## config.mk

```make
export PLATFORM = sky130hd
export DESIGN_NAME = layer_para_scale_fp16
export DESIGN_NICKNAME = d
export VERILOG_FILES = /design/src/design/cnn_geom_pkg.sv /design/src/design/fp16_pkg.sv /design/src/design/conv_engine.sv /design/src/design/fp16_add.sv /design/src/design/fp16_mul.sv /design/src/design/layer_para_scale_fp16.sv /design/src/design/tile_ram.sv
export SDC_FILE = /design/constraint.sdc
export NUM_CORES = 2
export LEC_CHECK = 0
export CORE_ASPECT_RATIO = 1.25
export CORE_MARGIN = 2
export CORE_UTILIZATION = 63
export CTS_BUF_LIST = sky130_fd_sc_hd__clkbuf_4 sky130_fd_sc_hd__clkbuf_8 sky130_fd_sc_hd__clkbuf_16
export CTS_CLUSTER_DIAMETER = 40
export DETAILED_ROUTE_END_ITERATION = 16
export DONT_BUFFER_PORTS = 1
export PLACE_DENSITY_LB_ADDON = 0.12
export SKIP_CTS_REPAIR_TIMING = 1
export SLEW_MARGIN = 20
export SYNTH_ARGS = -nofsm -noshare
export SYNTH_HDL_FRONTEND = slang
export SYNTH_SLANG_ARGS = --single-unit
```

## constraint.sdc

```tcl
create_clock -name clk -period 23.3 [get_ports clk]
set_clock_uncertainty 0.15 [all_clocks]
set_input_delay 3.495 -clock clk [delete_from_list [all_inputs] [get_ports clk]]
set_output_delay 3.495 -clock clk [all_outputs]
set_load 0.005 [all_outputs]
```

## src/design/cnn_geom_pkg.sv

```systemverilog
package cnn_geom_pkg;

	// kernel geometry, one square kernel per slice
	localparam int kernel_size = 3;
	localparam int kernel_taps = kernel_size * kernel_size; // words per kernel

	// feature map limits
	localparam int fm_size_max = 8;    // largest edge
	localparam int fm_size_width = 4;  // holds fm_size_max
	localparam int fm_depth_max = 2;   // largest slice count
	localparam int fm_depth_width = 2; // holds fm_depth_max

	// pixel address is slice*64 + row*8 + col
	localparam int fm_addr_width = 7;

	// weight ram holds one kernel per slice
	localparam int weight_addr_width = 1;

	// layer type codes, pool and fc are not built
	localparam int layer_type_width = 2;
	localparam logic [layer_type_width-1:0] layer_load = 2'd0; // host fills the rams
	localparam logic [layer_type_width-1:0] layer_conv = 2'd1; // engine runs

endpackage

```

## src/design/fp16_pkg.sv

```systemverilog
package fp16_pkg;

	// ieee half precision layout
	localparam int data_width = 16;
	localparam int exp_width = 5;
	localparam int man_width = 10;
	localparam int exp_bias = 15;
	localparam int exp_max = 2 ** exp_width - 1; // all ones, inf/nan code, never produced

	typedef logic [data_width-1:0] pixel_t;

	localparam pixel_t fp16_max = 16'h7bff; // largest finite magnitude, saturation value
	localparam pixel_t fp16_zero = 16'h0000; // +0

	// tap 0 is kernel row 0 col 0, row-major, tap 0 in the low bits
	typedef pixel_t [cnn_geom_pkg::kernel_taps-1:0] kernel_t;

endpackage

```

## src/design/conv_engine.sv

```systemverilog
`timescale 1ns/10ps

module conv_engine (
	input  logic                                          clk,
	input  logic                                          reset,
	input  logic [cnn_geom_pkg::layer_type_width-1:0]     layer_type,
	input  logic [cnn_geom_pkg::fm_size_width-1:0]        fm_size,
	input  logic [cnn_geom_pkg::fm_depth_width-1:0]       fm_depth,
	input  logic                                          fm_ready,
	input  logic                                          weight_ready,
	output logic [cnn_geom_pkg::fm_addr_width-1:0]        fm_rd_addr,
	output logic [cnn_geom_pkg::weight_addr_width-1:0]    weight_rd_addr,
	input  fp16_pkg::pixel_t                              fm_rd_data,
	input  fp16_pkg::kernel_t                             weight_rd_data,
	output fp16_pkg::pixel_t                              mul_a,
	output fp16_pkg::pixel_t                              mul_b,
	output fp16_pkg::pixel_t                              add_b,  // accumulator operand
	input  fp16_pkg::pixel_t                              sum,
	output logic                                          out_valid,
	output fp16_pkg::pixel_t                              out_data,
	output logic                                          layer_ready
);

	localparam int ks = cnn_geom_pkg::kernel_size;
	localparam int pos_w = $clog2(cnn_geom_pkg::fm_size_max); // row or column
	localparam int tap_w = $clog2(cnn_geom_pkg::kernel_taps);

	logic running;  // terms being issued
	logic finished; // layer done, hold until layer type changes
	logic [cnn_geom_pkg::fm_size_width-1:0] size_q;
	logic [cnn_geom_pkg::fm_depth_width-1:0] depth_q;
	logic [pos_w-1:0] orow; // output pixel
	logic [pos_w-1:0] ocol;
	logic [cnn_geom_pkg::weight_addr_width-1:0] slice;
	logic [1:0] krow; // kernel tap
	logic [1:0] kcol;
	logic is_conv, start;
	logic kcol_last, krow_last, slice_last, ocol_last, orow_last;
	logic first_term, pix_last, layer_last;
	logic v1, first1, last1, end1; // address stage
	logic [tap_w-1:0] tap1;
	logic v2, first2, last2, end2; // ram data stage
	logic [tap_w-1:0] tap2;
	logic out_last;
	fp16_pkg::pixel_t acc;

	assign is_conv = layer_type == cnn_geom_pkg::layer_conv;
	assign start = is_conv && !running && !finished && fm_ready && weight_ready;

	assign kcol_last = kcol == 2'(ks - 1);
	assign krow_last = krow == 2'(ks - 1);
	assign slice_last = {1'b0, slice} == depth_q - 2'd1;
	assign ocol_last = {1'b0, ocol} == size_q - 4'(ks); // valid conv, no padding
	assign orow_last = {1'b0, orow} == size_q - 4'(ks);
	assign first_term = slice == '0 && krow == '0 && kcol == '0;
	assign pix_last = slice_last && krow_last && kcol_last;
	assign layer_last = pix_last && ocol_last && orow_last;

	// geometry sampled on the start edge
	always_ff @(posedge clk) begin
		if (start) begin
			size_q <= fm_size;
			depth_q <= fm_depth;
		end
	end

	// walk: output row, output col, slice, kernel row, kernel col
	always_ff @(posedge clk) begin
		if (reset || !is_conv) begin
			running <= 1'b0;
			finished <= 1'b0;
			orow <= '0;
			ocol <= '0;
			slice <= '0;
			krow <= '0;
			kcol <= '0;
		end else if (start) begin
			running <= 1'b1;
		end else if (running) begin
			if (!kcol_last) begin
				kcol <= kcol + 2'd1;
			end else begin
				kcol <= '0;
				if (!krow_last) begin
					krow <= krow + 2'd1;
				end else begin
					krow <= '0;
					if (!slice_last) begin
						slice <= slice + 1'b1;
					end else begin
						slice <= '0;
						if (!ocol_last) begin
							ocol <= ocol + 1'b1;
						end else begin
							ocol <= '0;
							if (!orow_last) begin
								orow <= orow + 1'b1;
							end else begin
								orow <= '0; // last term issued
								running <= 1'b0;
								finished <= 1'b1;
							end
						end
					end
				end
			end
		end
	end

	// read issue and data alignment, tap follows its pixel through the ram
	always_ff @(posedge clk) begin
		fm_rd_addr <= {slice, orow + pos_w'(krow), ocol + pos_w'(kcol)};
		weight_rd_addr <= slice; // one kernel per slice
		tap1 <= tap_w'(krow) * tap_w'(ks) + tap_w'(kcol);
		first1 <= first_term;
		last1 <= pix_last;
		end1 <= layer_last;
		tap2 <= tap1;
		first2 <= first1;
		last2 <= last1;
		end2 <= end1;
		if (v2)
			acc <= sum;
		if (v2 && last2) begin
			out_data <= sum; // final term of this pixel
			out_last <= end2;
		end
	end

	always_ff @(posedge clk) begin
		if (reset) begin
			v1 <= 1'b0;
			v2 <= 1'b0;
			out_valid <= 1'b0;
			layer_ready <= 1'b0;
		end else begin
			v1 <= running;
			v2 <= v1;
			out_valid <= v2 && last2;
			if (!is_conv)
				layer_ready <= 1'b0;
			else if (out_valid && out_last)
				layer_ready <= 1'b1; // cycle after the last result
		end
	end

	assign mul_a = fm_rd_data;
	assign mul_b = weight_rd_data[tap2];
	assign add_b = first2 ? fp16_pkg::fp16_zero : acc; // each pixel starts at +0

endmodule

```

## src/design/fp16_add.sv

```systemverilog
`timescale 1ns/10ps

module fp16_add (
	input  fp16_pkg::pixel_t a,
	input  fp16_pkg::pixel_t b,
	output fp16_pkg::pixel_t s
);

	localparam int mw = fp16_pkg::man_width;
	localparam int ew = fp16_pkg::exp_width;
	localparam int xw = ew + 2; // signed exponent after renormalization

	logic [ew+mw-1:0] mag_a;
	logic [ew+mw-1:0] mag_b;
	logic [ew+mw-1:0] big_mag;
	logic [ew+mw-1:0] small_mag;
	logic big_sign;
	logic small_sign;
	logic [ew-1:0] exp_big;
	logic [ew-1:0] exp_small;
	logic [ew-1:0] diff;
	logic [mw:0] sig_big;
	logic [mw:0] sig_small;
	logic [mw:0] aligned;
	logic [mw+1:0] raw;     // one carry bit above the hidden one
	logic [mw+1:0] shifted;
	logic [3:0] lz;
	logic [mw-1:0] man_n;
	logic signed [xw-1:0] exp_n;

	always_comb begin
		// subnormals count as zero
		mag_a = (a[mw +: ew] == '0) ? '0 : a[ew+mw-1:0];
		mag_b = (b[mw +: ew] == '0) ? '0 : b[ew+mw-1:0];

		// larger magnitude first, its sign wins
		if (mag_b > mag_a) begin
			big_mag = mag_b;
			big_sign = b[ew+mw];
			small_mag = mag_a;
			small_sign = a[ew+mw];
		end else begin
			big_mag = mag_a;
			big_sign = a[ew+mw];
			small_mag = mag_b;
			small_sign = b[ew+mw];
		end

		exp_big = big_mag[mw +: ew];
		exp_small = small_mag[mw +: ew];
		sig_big = {exp_big != '0, big_mag[mw-1:0]};
		sig_small = {exp_small != '0, small_mag[mw-1:0]};
		diff = exp_big - exp_small;
		aligned = sig_small >> diff; // bits shifted out are dropped

		if (big_sign ^ small_sign)
			raw = {1'b0, sig_big} - {1'b0, aligned}; // never negative
		else
			raw = {1'b0, sig_big} + {1'b0, aligned};

		// leading zeros below the carry bit, highest set bit wins
		lz = '0;
		for (int i = 0; i <= mw; i++) begin
			if (raw[i])
				lz = 4'(mw - i);
		end
		shifted = raw << lz;

		if (raw[mw+1]) begin
			man_n = raw[mw:1]; // carry out, shift right and truncate
			exp_n = xw'(exp_big) + xw'(1);
		end else begin
			man_n = shifted[mw-1:0];
			exp_n = xw'(exp_big) - xw'(lz);
		end

		if (raw == '0)
			s = fp16_pkg::fp16_zero; // exact cancellation gives +0
		else if (exp_n <= 0)
			s = fp16_pkg::fp16_zero; // below normal range
		else if (exp_n >= fp16_pkg::exp_max)
			s = {big_sign, fp16_pkg::fp16_max[ew+mw-1:0]};
		else
			s = {big_sign, exp_n[ew-1:0], man_n};
	end

endmodule

```

## src/design/fp16_mul.sv

```systemverilog
`timescale 1ns/10ps

module fp16_mul (
	input  fp16_pkg::pixel_t a,
	input  fp16_pkg::pixel_t b,
	output fp16_pkg::pixel_t p
);

	localparam int mw = fp16_pkg::man_width;
	localparam int ew = fp16_pkg::exp_width;
	localparam int xw = ew + 3; // room for the exponent sum and its sign

	logic [ew-1:0] ea;
	logic [ew-1:0] eb;
	logic [mw:0] sa; // significands with hidden one
	logic [mw:0] sb;
	logic [2*mw+1:0] prod;
	logic [mw-1:0] man_n;
	logic signed [xw-1:0] exp_n;
	logic sign;

	always_comb begin
		ea = a[mw +: ew];
		eb = b[mw +: ew];
		sa = {1'b1, a[mw-1:0]};
		sb = {1'b1, b[mw-1:0]};
		sign = a[ew+mw] ^ b[ew+mw];

		prod = sa * sb; // in [1,4) scaled by 2^20

		// one place of normalization when the product reaches 2
		exp_n = xw'(ea) + xw'(eb) - xw'(fp16_pkg::exp_bias) + xw'(prod[2*mw+1]);
		man_n = prod[2*mw+1] ? prod[2*mw:mw+1] : prod[2*mw-1:mw]; // truncate

		if (ea == '0 || eb == '0 || exp_n <= 0)
			p = fp16_pkg::fp16_zero; // zero or subnormal operand, underflow
		else if (exp_n >= fp16_pkg::exp_max)
			p = {sign, fp16_pkg::fp16_max[ew+mw-1:0]}; // overflow saturates
		else
			p = {sign, exp_n[ew-1:0], man_n};
	end

endmodule

```

## src/design/layer_para_scale_fp16.sv

```systemverilog
`timescale 1ns/10ps

module layer_para_scale_fp16 (
	input  logic                                          clk,
	input  logic                                          reset,
	input  logic [cnn_geom_pkg::layer_type_width-1:0]     layer_type,
	input  logic [cnn_geom_pkg::fm_size_width-1:0]        fm_size,
	input  logic [cnn_geom_pkg::fm_depth_width-1:0]       fm_depth,
	input  logic                                          fm_wr,
	input  fp16_pkg::pixel_t                              init_fm_data,
	input  logic [cnn_geom_pkg::fm_addr_width-1:0]        write_fm_data_addr,
	input  logic                                          init_fm_data_done,
	input  logic                                          weight_wr,
	input  fp16_pkg::kernel_t                             weight_data,
	input  logic [cnn_geom_pkg::weight_addr_width-1:0]    write_weight_data_addr,
	input  logic                                          weight_data_done,
	output logic                                          init_fm_ram_ready,
	output logic                                          init_weight_ram_ready,
	output logic                                          out_valid,
	output fp16_pkg::pixel_t                              out_data,
	output logic                                          layer_ready
);

	localparam int pad_w = cnn_geom_pkg::fm_addr_width - cnn_geom_pkg::weight_addr_width;

	logic is_load;
	logic [cnn_geom_pkg::fm_addr_width-1:0] fm_rd_addr;
	logic [cnn_geom_pkg::weight_addr_width-1:0] weight_rd_addr;
	logic [cnn_geom_pkg::fm_addr_width-1:0] weight_wr_addr_ext;
	logic [cnn_geom_pkg::fm_addr_width-1:0] weight_rd_addr_ext;
	fp16_pkg::pixel_t fm_rd_data;
	fp16_pkg::kernel_t weight_rd_data;
	fp16_pkg::pixel_t mul_a, mul_b, product, add_b, sum;

	assign is_load = layer_type == cnn_geom_pkg::layer_load;
	assign weight_wr_addr_ext = {{pad_w{1'b0}}, write_weight_data_addr};
	assign weight_rd_addr_ext = {{pad_w{1'b0}}, weight_rd_addr};

	// done pulses turn into sticky ready flags
	always_ff @(posedge clk) begin
		if (reset) begin
			init_fm_ram_ready <= 1'b0;
			init_weight_ram_ready <= 1'b0;
		end else begin
			if (init_fm_data_done)
				init_fm_ram_ready <= 1'b1;
			if (weight_data_done)
				init_weight_ram_ready <= 1'b1;
		end
	end

	tile_ram #(.payload_t(fp16_pkg::pixel_t)) fm_ram (
		.clk(clk),
		.wr(fm_wr && is_load), // host writes only in the load layer
		.wr_addr(write_fm_data_addr),
		.wr_data(init_fm_data),
		.rd_addr(fm_rd_addr),
		.rd_data(fm_rd_data)
	);

	tile_ram #(.payload_t(fp16_pkg::kernel_t)) weight_ram (
		.clk(clk),
		.wr(weight_wr && is_load),
		.wr_addr(weight_wr_addr_ext),
		.wr_data(weight_data),
		.rd_addr(weight_rd_addr_ext),
		.rd_data(weight_rd_data)
	);

	fp16_mul u_mul (.a(mul_a), .b(mul_b), .p(product));

	fp16_add u_add (.a(product), .b(add_b), .s(sum)); // product plus running sum

	conv_engine u_engine (
		.clk(clk),
		.reset(reset),
		.layer_type(layer_type),
		.fm_size(fm_size),
		.fm_depth(fm_depth),
		.fm_ready(init_fm_ram_ready),
		.weight_ready(init_weight_ram_ready),
		.fm_rd_addr(fm_rd_addr),
		.weight_rd_addr(weight_rd_addr),
		.fm_rd_data(fm_rd_data),
		.weight_rd_data(weight_rd_data),
		.mul_a(mul_a),
		.mul_b(mul_b),
		.add_b(add_b),
		.sum(sum),
		.out_valid(out_valid),
		.out_data(out_data),
		.layer_ready(layer_ready)
	);

endmodule

```

## src/design/tile_ram.sv

```systemverilog
`timescale 1ns/10ps

module tile_ram #(
	parameter type payload_t = fp16_pkg::pixel_t
) (
	input  logic                                   clk,
	input  logic                                   wr,
	input  logic [cnn_geom_pkg::fm_addr_width-1:0] wr_addr,
	input  payload_t                               wr_data,
	input  logic [cnn_geom_pkg::fm_addr_width-1:0] rd_addr,
	output payload_t                               rd_data
);

	// pixel words fill every slice, kernel words need one per slice
	localparam int fm_words = cnn_geom_pkg::fm_depth_max * cnn_geom_pkg::fm_size_max
		* cnn_geom_pkg::fm_size_max;
	localparam int words = ($bits(payload_t) > fp16_pkg::data_width) ?
		cnn_geom_pkg::fm_depth_max : fm_words;
	localparam int aw = $clog2(words); // low address bits actually decoded

	payload_t mem [words];

	always_ff @(posedge clk) begin
		if (wr)
			mem[wr_addr[aw-1:0]] <= wr_data;
		rd_data <= mem[rd_addr[aw-1:0]]; // old word on a same cycle write
	end

endmodule

```

==> summary.md <==
| Metric | Value |
|---|---|
| Outcome | `finished, final reports clean` |
| Critical Path Source | `u_engine.tap2[0]` |
| Most frequent cell on the critical path | `ha_1` |
| Syn_nets | `between 5k and 6k` |
| Die width | `between 300 and 400 um` |
| Worst setup EP type | `register` |
| Sequential element share of the synthesized area | `72.5%` |
| Worst slew pin tran | `around 1.1 ns` |
| Final nets | `between 5k and 6k` |
| Synth Register Bits | `between 2k and 3k` |
| CP peak stage delay | `0.70 ns` |
| Starting density of the core | `63.5%` |
| Drt drc | `0` |
| RSZ-0062 raised after global routing | `no` |
| Die ar. | `0.168 mm^2` |
| Crit path buf inv count | `7` |
| Vias per cell | `6.56` |
| Max_cap viols | `0` |
| Slowest CP cell | `nor2_1` |
| Post-synth EDFFs | `2375` |
| CP top delay family | `compound AO/OA/AOI/OAI gates` |
| Count of final max-slew check failures | `0` |
| WHS | `~0.18 ns` |
| Syn-to-layout area delta | `11.9%` |
| Post-synth top cells | `edfxtp_1 (2375), mux4_2 (697), nor2_1 (247), dfxtp_1 (200), nand2_1 (182)` |
| WL final | `~240 mm` |
| Yosys top cell area share | `68.7%` |
| Period utilization | `between 80% and 90%` |
| CTS root buf | `clkbuf_16` |
| Pre-CTS setup slack | `slightly below 4 ns` |
| Worst setup SP type | `register` |
| Pre-Repair DR Iteration Count | `6` |
| Antenna violations before repair | `17` |
| Fill cells | `just under 10k` |
| Register area | `approximately 0.075 mm^2` |
| RePlAce Congestion | `0.892` |
| Hold Path Origin | `u_engine.end1` |
| Worst skew pair latency | `0.92 ns` |
| Routed wire length per instance | `30.7 um` |
| PD cells | `90.4 mW/mm^2` |
| Most common cell in the netlist | `edfxtp_1` |
| Synth unique cells | `98` |
| I/O Buffers | `0` |
| TritonCTS Buffers | `279` |
| Hold Vio Cnt, Final | `0` |
| Clk buf depth | `4` |
| Yosys top cell by area | `edfxtp_1` |
| Core area | `0.164 mm^2` |
| Hold Crit Class | `reg2reg` |
| Footprint of the multi-input gates | `between 0.02 and 0.03 mm^2` |
| Pin count of the biggest net entering global routing | `~150` |
| Fin crit period | `19.33 ns` |
| WP data required | `approximately 24 ns` |
| All-Layer GR Usage | `~29%` |
| Clock Sinks | `~2.6k` |
| Iteration-0 DRC Markers | `around 5.8k` |
| Headroom to the max-slew limit | `~26%` |
| Leakage | `~37 nW` |
| Yosys warns | `0` |
| Fmax | `just over 0.05 GHz` |
| CTS tree | `done` |
| Row cnt | `between 150 and 200` |
| Final WS setup | `3.97 ns` |
| Synthesized area | `between 0.1 and 0.15 mm^2` |
| Setup CP Type | `reg2reg` |
| Synth Instances | `a little over 5k` |
| Routed Antenna Nets | `0` |
| Clock transition at path regs | `roughly 0.06 ns` |
| Vias in the first global route | `approximately 51k` |
| Placed insts | `between 7k and 8k` |
| Ys flop type | `edfxtp_1` |
| Syn avg cell area | `~20 um^2` |
| Setup TNS | `0 ns` |
| Finished Layout Cells | `roughly 7.7k` |
| Post-DP HPWL | `143 mm` |
| Async SR Flop Fraction | `0%` |
| Vias | `50.8k` |
| Crit path DAT | `~20 ns` |
| R2R Path Start | `u_engine.tap2[0]` |
| Die span in y | `roughly 460 um` |
| Global-route congestion overflow total | `0` |
| H-Tree Level Count | `5` |
| Max VDD drop | `roughly 0.000082 V` |
| Ports | `202` |
| Overall power | `between 0.01 and 0.015 W` |
| Final setup violation count | `0` |
| Synth top area cells | `edfxtp_1 (69%), mux4_2 (15%), dfxtp_1 (3.9%)` |
| Share of cells above drive strength 1 | `between 20% and 30%` |
| First-pass GRT wire length | `~350 mm` |
| Crit-path max FO | `40` |
-- worst register-to-register path, delay by kind of cell, from the launching register on --
kind,cells,cell delay (ns)
XOR/XNOR,2,0.58
AO/OA/AOI/OAI,24,5.68
flip-flops,1,0.31
AND/OR/NAND/NOR,18,4.53
adder cells (fa/ha/maj),13,4.99
buffers and inverters,7,1.26
multiplexers,4,1.56
-- flip-flops by register name (all words and copies together), names as in the netlist, 2 cells and up --
signal               flops
u_engine.size_q          4
fm_ram.mem            2048
u_engine.orow            3
u_engine.kcol            2
weight_ram.mem         288
weight_ram.rd_data     144
u_engine.krow            2
u_engine.out_data       16
u_engine.ocol            3
u_engine.acc            16
fm_ram.rd_data          16
u_engine.fm_rd_addr      7
u_engine.tap1            4
u_engine.depth_q         2
u_engine.tap2            4
-- path summary, 6_finish.rpt --
check / slack, ns / depth (start not counted) / to
max: 3.97 / 68 / u_engine.out_data[10]
min: 0.18 / 0 / u_engine.end2
max reg2reg: 3.97 / 68 / u_engine.out_data[10]
min reg2reg: 0.18 / 0 / u_engine.end2
-- routing by layer --
metal  vias up  GRT usage, %  part of all wire [%]
met5         -             0                 0.032
met4        10          7.92                   2.7
met3       401          5.93                   8.3
met2      2298          47.0                    51
met1     26800          39.8                    38
li1      21300             -                     -
-- cell usage in the layout, fill, tap and decap left out, drive strengths merged, types with 10 or more instances in the layout --
master	instances
and2	52
a31oi	15
o31ai	11
dfxtp	200
nor3	26
mux4	697
xor2	20
nand4	16
bufinv	32
edfxtp	2375
nor2b	24
xnor2	24
a21oi	89
mux2	169
clkbuf	328
a211oi	11
fa	86
clkinv	87
o211ai	10
mux2i	36
a21o	21
and3	12
inv	194
ha	109
nand3	38
clkinvlp	14
buf	168
nand2b	12
nand2	183
o21ai	90
nor2	247
-- cell type report --
class / instances / area share (%)
multi-input cells: 2150 / 23.2
clock buffers: 328 / 6.42
flip-flops and latches: 2575 / 64.8
repair buffers: 168 / 1.13
diodes: 8 / 0.0172
clock inverters: 156 / 1.51
inverters: 171 / 0.552
well taps: 2184 / 2.35
-- report_power, final --
group / switching, W / internal [W] / total [W]
combinational: 0.000622 / 0.000349 / 0.000971
sequential: 0.00000789 / 0.00511 / 0.00512
clock: 0.00176 / 0.00266 / 0.00442
-- cells by family (layout without fill, tap and decap cells) --
logic type	count (synthesis)	after routing	share of synthesized area [%]
compound gates	348	348	2.31
xor+xnor	45	45	0.394
fa+ha+maj	196	196	2.98
buf+inv	413	823	1.55
flops	2575	2575	72.5
mux	902	902	17.3
other cells	0	8	0
simple gates	659	659	2.97
-- per-stage QoR --
| stage | area, um^2 | util, % |
|---|---|---|
| 2_1_floorplan | 104000 | - |
| 3_3_place_gp | 107000 | 65.4 |
| 3_5_place_dp | 107000 | 65.4 |
| 4_1_cts | 116000 | 71.0 |
| 5_1_grt | 116000 | 71.0 |
| 6_report | 116000 | 71.0 |
(Power assumes the default switching activity.)
